$ cat config.mk
export PLATFORM = sky130hd
export DESIGN_NAME = sync_fifo
export DESIGN_NICKNAME = d
export VERILOG_FILES = /design/src/rtl/memory_request_pkg.sv /design/src/rtl/sync_fifo.sv
export SDC_FILE = /design/constraint.sdc
export NUM_CORES = 1
export LEC_CHECK = 0
export BUFFER_PORTS_ARGS = -buffer_cell sky130_fd_sc_hd__buf_2
export CAP_MARGIN = 40
export CELL_PAD_IN_SITES_DETAIL_PLACEMENT = 2
export CELL_PAD_IN_SITES_GLOBAL_PLACEMENT = 2
export CORE_ASPECT_RATIO = 1.75
export CORE_MARGIN = 2
export CORE_UTILIZATION = 30
export DETAILED_ROUTE_END_ITERATION = 12
export PLACE_DENSITY = 0.62
export SLEW_MARGIN = 20
export SYNTH_ARGS = -nofsm -noshare
export SYNTH_HDL_FRONTEND = slang
export SYNTH_SLANG_ARGS = --single-unit
$ cat constraint.sdc
create_clock -name ap_clk -period 8.2 [get_ports ap_clk]
set_input_delay 1.64 -clock ap_clk [delete_from_list [all_inputs] [get_ports ap_clk]]
set_output_delay 1.64 -clock ap_clk [all_outputs]
set_load 0.05 [all_outputs]
$ cat src/rtl/memory_request_pkg.sv
package memory_request_pkg;

  // ---------------------------------------
  // Requestor side
  // ---------------------------------------

  // Engines feeding the arbiter
  localparam int NUM_REQUESTORS = 4;

  // Index width for the requestor count
  localparam int REQUESTOR_ID_WIDTH = 2;

  // Opaque request word, never decoded here
  localparam int PAYLOAD_WIDTH = 64;

  // ---------------------------------------
  // FIFO sizing
  // ---------------------------------------

  // Per-requestor input FIFO
  localparam int REQUEST_FIFO_DEPTH = 16;

  // Leaves four slots for pushes still in flight after ready falls
  localparam int REQUEST_PROG_THRESH = 12;

  // Shared output FIFO
  localparam int OUT_FIFO_DEPTH = 32;

  // Half full, room for packets already in the arbiter pipeline
  localparam int OUT_PROG_THRESH = 16;

  // ---------------------------------------
  // FIFO reset
  // ---------------------------------------

  // Busy cycles after a FIFO reset falls
  localparam int FIFO_RESET_BUSY_CYCLES = 4;

endpackage : memory_request_pkg

$ cat src/rtl/sync_fifo.sv
`timescale 1ns/1ns

module sync_fifo #(
  parameter int DEPTH       = 16,
  parameter int PROG_THRESH = 12
) (
  input  logic                                         ap_clk,
  input  logic                                         reset,
  input  logic [memory_request_pkg::PAYLOAD_WIDTH-1:0] din,
  input  logic                                         wr_en,
  input  logic                                         rd_en,
  output logic [memory_request_pkg::PAYLOAD_WIDTH-1:0] dout,
  output logic                                         valid,
  output logic                                         empty,
  output logic                                         full,
  output logic                                         prog_full,
  output logic                                         rst_busy
);

  // Widths derived from the depth, DEPTH is a power of two
  localparam int ADDR_WIDTH  = $clog2(DEPTH);
  localparam int COUNT_WIDTH = $clog2(DEPTH + 1);
  localparam int BUSY_WIDTH  = $clog2(memory_request_pkg::FIFO_RESET_BUSY_CYCLES + 1);

  // ---------------------------------------
  // Storage and state
  // ---------------------------------------
  logic [memory_request_pkg::PAYLOAD_WIDTH-1:0] mem [DEPTH];

  logic [ADDR_WIDTH-1:0]  wr_ptr;
  logic [ADDR_WIDTH-1:0]  rd_ptr;
  logic [COUNT_WIDTH-1:0] count;
  logic [BUSY_WIDTH-1:0]  busy_count;

  // Accepted operations only
  logic wr_fire;
  logic rd_fire;

  // ---------------------------------------
  // Reset busy countdown
  // ---------------------------------------

  // Loaded while reset is high, runs down once reset falls
  always_ff @(posedge ap_clk) begin
    if (reset) begin
      busy_count <= BUSY_WIDTH'(memory_request_pkg::FIFO_RESET_BUSY_CYCLES);
    end else if (busy_count != '0) begin
      busy_count <= busy_count - BUSY_WIDTH'(1);
    end
  end

  assign rst_busy = (busy_count != '0);

  // Requests are dropped while busy or at the limits
  assign wr_fire = wr_en & ~full & ~rst_busy;
  assign rd_fire = rd_en & ~empty & ~rst_busy;

  // ---------------------------------------
  // Pointers and fill count
  // ---------------------------------------
  always_ff @(posedge ap_clk) begin
    if (reset) begin
      wr_ptr <= '0;
      rd_ptr <= '0;
      count  <= '0;
    end else begin
      // Pointers wrap on their own width
      if (wr_fire) begin
        wr_ptr <= wr_ptr + ADDR_WIDTH'(1);
      end
      if (rd_fire) begin
        rd_ptr <= rd_ptr + ADDR_WIDTH'(1);
      end
      // Simultaneous push and pop leave the count alone
      case ({wr_fire, rd_fire})
        2'b10:   count <= count + COUNT_WIDTH'(1);
        2'b01:   count <= count - COUNT_WIDTH'(1);
        default: count <= count;
      endcase
    end
  end

  // ---------------------------------------
  // Circular buffer
  // ---------------------------------------
  always_ff @(posedge ap_clk) begin
    if (wr_fire) begin
      mem[wr_ptr] <= din;
    end
  end

  // Read data lands one cycle after the accepted read
  always_ff @(posedge ap_clk) begin
    if (rd_fire) begin
      dout <= mem[rd_ptr];
    end
  end

  always_ff @(posedge ap_clk) begin
    if (reset) begin
      valid <= 1'b0;
    end else begin
      valid <= rd_fire;
    end
  end

  // ---------------------------------------
  // Status flags
  // ---------------------------------------
  assign empty     = (count == '0);
  assign full      = (count == COUNT_WIDTH'(DEPTH));
  assign prog_full = (count >= COUNT_WIDTH'(PROG_THRESH));

  // Upstream must honour full, not rely on the drop
  assert property (@(posedge ap_clk) disable iff (reset)
    !(wr_en && full))
    else $error("sync_fifo write while full");

  // Readers gate rd_en with empty themselves
  assert property (@(posedge ap_clk) disable iff (reset)
    !(rd_en && empty))
    else $error("sync_fifo read while empty");

endmodule : sync_fifo

==> impl_metrics.ini <==
[flow_run]
cap_violations = 0

[route]
ant_nets = 0
wl_per_cell_um = 27.87
drc_errors = 0
vias = 18830
routed_wl_mm = 107.3
viasPerCell = 4.889
first_pass_iters = 5
drt-initial-drc-count = 1399

[clocking]
htreeDepth = 3
postCtsHoldBufs = 0
cts_buffers = 100
cts_tree = yes
path_clk_slew_ps = 60
post_cts_buffers = 0
clock_sinks = 1105
clockRootBuffer = clkbuf_16
cts_resized = 0
cts_buffer_depth = 3
clkLatencyLatePin_ps = 720

[worst_setup_path]
endpoint_kind = flip-flop
timing.rr.start = busy_count[0]
reg2reg_to = mem[13][14]
crit_required_ps = 8560
ff2ff_setup_slack_ps = 4660
r2r_cells = 8
critPathLaunchType = input port
critPathKind = input port to flip-flop
crit_arrival_ps = 4340
critPathMaxFanout = 30

[finish]
postLayoutCoreUtil_pct = 35.00
fin_nets = 2040
area_growth_pct = 15.78
drive_gt1_share_pct = 29.74

[yosys]
synth_area_um2 = 41170
yosysUniqueCellTypes = 38
synth_cells = 1759
synth_ff_type = edfxtp_1
ys_ff_latch = 1105
synth_area_leader_cell = edfxtp_1
avgSynthCellArea_um2 = 23.40
yosysWarningCount = 0
synth_top_area_share_pct = 79.37
syn_nets = 1839
synthTopCellsByCount = edfxtp_1, mux4_2, a22oi_1, nand2_1, clkbuf_1
synth_most_common_cell = edfxtp_1
synth_edf_count = 1088
yosysSeqAreaShare_pct = 80.19
yosys-top-cells-area = edfxtp_1, mux4_2, a22oi_1
async_reset_ff_share_pct = 0

[power_and_ir_drop]
swShare_pct = 21.40
finalPower_mw = 11.44
p_leak_nw = 14.50
clockPowerShare_pct = 40.9
internal_power_mw = 8.988
pwr-share-comb_pct = 3.9
power_density_nw_per_um2 = 239.9
seqPwrFrac_pct = 55.1
p_sw_mw = 2.447
irDropWorstVdd_mv = 0.1838

[sta]
rsz0062_at_grt = false
setup_ws_ps = 4224
finalSetupTns_ps = 0
drv_slew = 0
hold_viol_final = 0
setup_viol = 0
max_slew_margin_pct = 29.97
fin_skew_ps = 45.01
worst_slew_pin_slew_ps = 1050
period_minus_slack_ps = 3976
max_freq_ghz = 0.2515
fin_crit_sh_pct = 48.49

[status]
status = finished clean

[floorplan]
num_rows = 179
ios = 137
start_util_pct = 30.23
dieArea_um2 = 140300
core_area_um2 = 136200
fp.dieH_um = 494.0
die_w_um = 284.0

[global_routing]
track_usage_pct = 15.34
gr-total-overflow = 0
first_global_vias = 21610
grt_pass1_wl_mm = 156.5
grt_max_degree = 151
antenna_found_initial = 16

[place]
post-dp-hpwl_mm = 60.47
place_ws_ps = 3415
io_buffers = 136
place_congestion = 0.7033

[worst_hold_path]
hold_end = busy_count[2]
min_path_cells = 1
hp-start = busy_count[2]
holdCritPathClass = flip-flop to flip-flop
-- layer usage --
metal	vias to the layer above	track usage, %	wire, um
met5	-	0	67
met4	12	4.925	3098
met3	169	2.823	4894
met2	472	27.61	56740
met1	10300	18.54	42540
li1	7877	-	-
-- placed cells by master, fill, tap and decap left out, types with 3 or more instances in the layout --
cell and instances:
edfxtp_1 1088, mux4_2 256, buf_2 136, a22oi_1 128, clkbuf_16 101, nand2_1 72
buf_4 37, clkbuf_1 27, nor2_1 24, clkinv_1 19, dfxtp_1 15, nor2_4 13
inv_1 11, ha_1 11, clkinv_2 11, buf_16 10, bufinv_16 9, a21oi_1 6
buf_12 6, xor2_1 5, nor3_2 4, inv_6 4, diode_2 3, nand2b_1 3
xnor2_1 3, mux2i_1 3, clkinv_4 3
-- logic make-up (layout without fill, tap and decap cells) --
group                      after synthesis  count (layout)  synth area share [%]
muxes                                  260             260                 14.11
AOI/OAI and AO/OA                      142             142                 2.602
xor gates and xnor gates                 8               8                0.1702
other                                    0               3                     0
DFF                                   1105            1105                 80.19
buffers and inverters                  102             381                 1.222
and+or+nand+nor                        130             130                 1.325
adders and majority gates               12              12                0.3830
-- power groups by stage --
| stage | Combinational [mW] | Sequential (mW) | Clock [mW] |
|---|---|---|---|
| after floorplan | 0.235 | 6.45 | 0 |
| after CTS | 0.461 | 6.31 | 4.82 |
| after global placement | 0.433 | 6.42 | 0 |
| after detailed placement | 0.459 | 6.43 | 0 |
| after global routing | 0.494 | 6.31 | 4.99 |
| final | 0.448 | 6.31 | 4.68 |
-- layout make-up --
class                   instances  area (um^2)
repair buffers                189         1354
clock inverters                52        555.5
well taps                    1810         2265
flip-flops and latches       1105        33020
clock buffers                 128         2629
diodes                          3        7.507
inverters                      12        47.55
fillers                     13290        88510
multi-input cells             552         7786
-- flip-flops by register name, indices dropped and copies added, names as in the netlist --
register,count
dout,64
rd_ptr,4
wr_ptr,4
valid,1
busy_count,3
mem,1024
count,5
-- metrics by stage --
stage	instances	cell area (um^2)	hold slack (ps)
2_1_floorplan	1759	41170	446.1
3_3_place_gp	3654	44120	468.1
3_5_place_dp	3663	44330	487.3
4_1_cts	3843	47520	502.5
5_1_grt	3849	47660	528.3
6_report	3851	47660	502.4
-- how the worst max path moves through the flow --
| stage | from | endpoint | depth (start not counted) | slack, ps |
|---|---|---|---|---|
| 2_1_floorplan | wr_en | mem[0][0] | 4 | 1020 |
| 3_3_place_gp | wr_en | mem[6][46] | 6 | 3300 |
| 3_5_place_dp | wr_en | mem[12][47] | 7 | 3410 |
| 4_1_cts | wr_en | mem[13][14] | 7 | 4150 |
| 5_1_grt | wr_en | mem[14][52] | 7 | 4020 |
| 6_report | wr_en | mem[13][14] | 7 | 4220 |
-- worst max-delay path, cell delays in order --
cell,delay (ps)
buf_2,130
nand3b_1,110
a21oi_1,510
nand2_1,410
nor2_4,630
buf_4,540
buf_16,310
No activity file was read; power rests on OpenSTA's default activity.
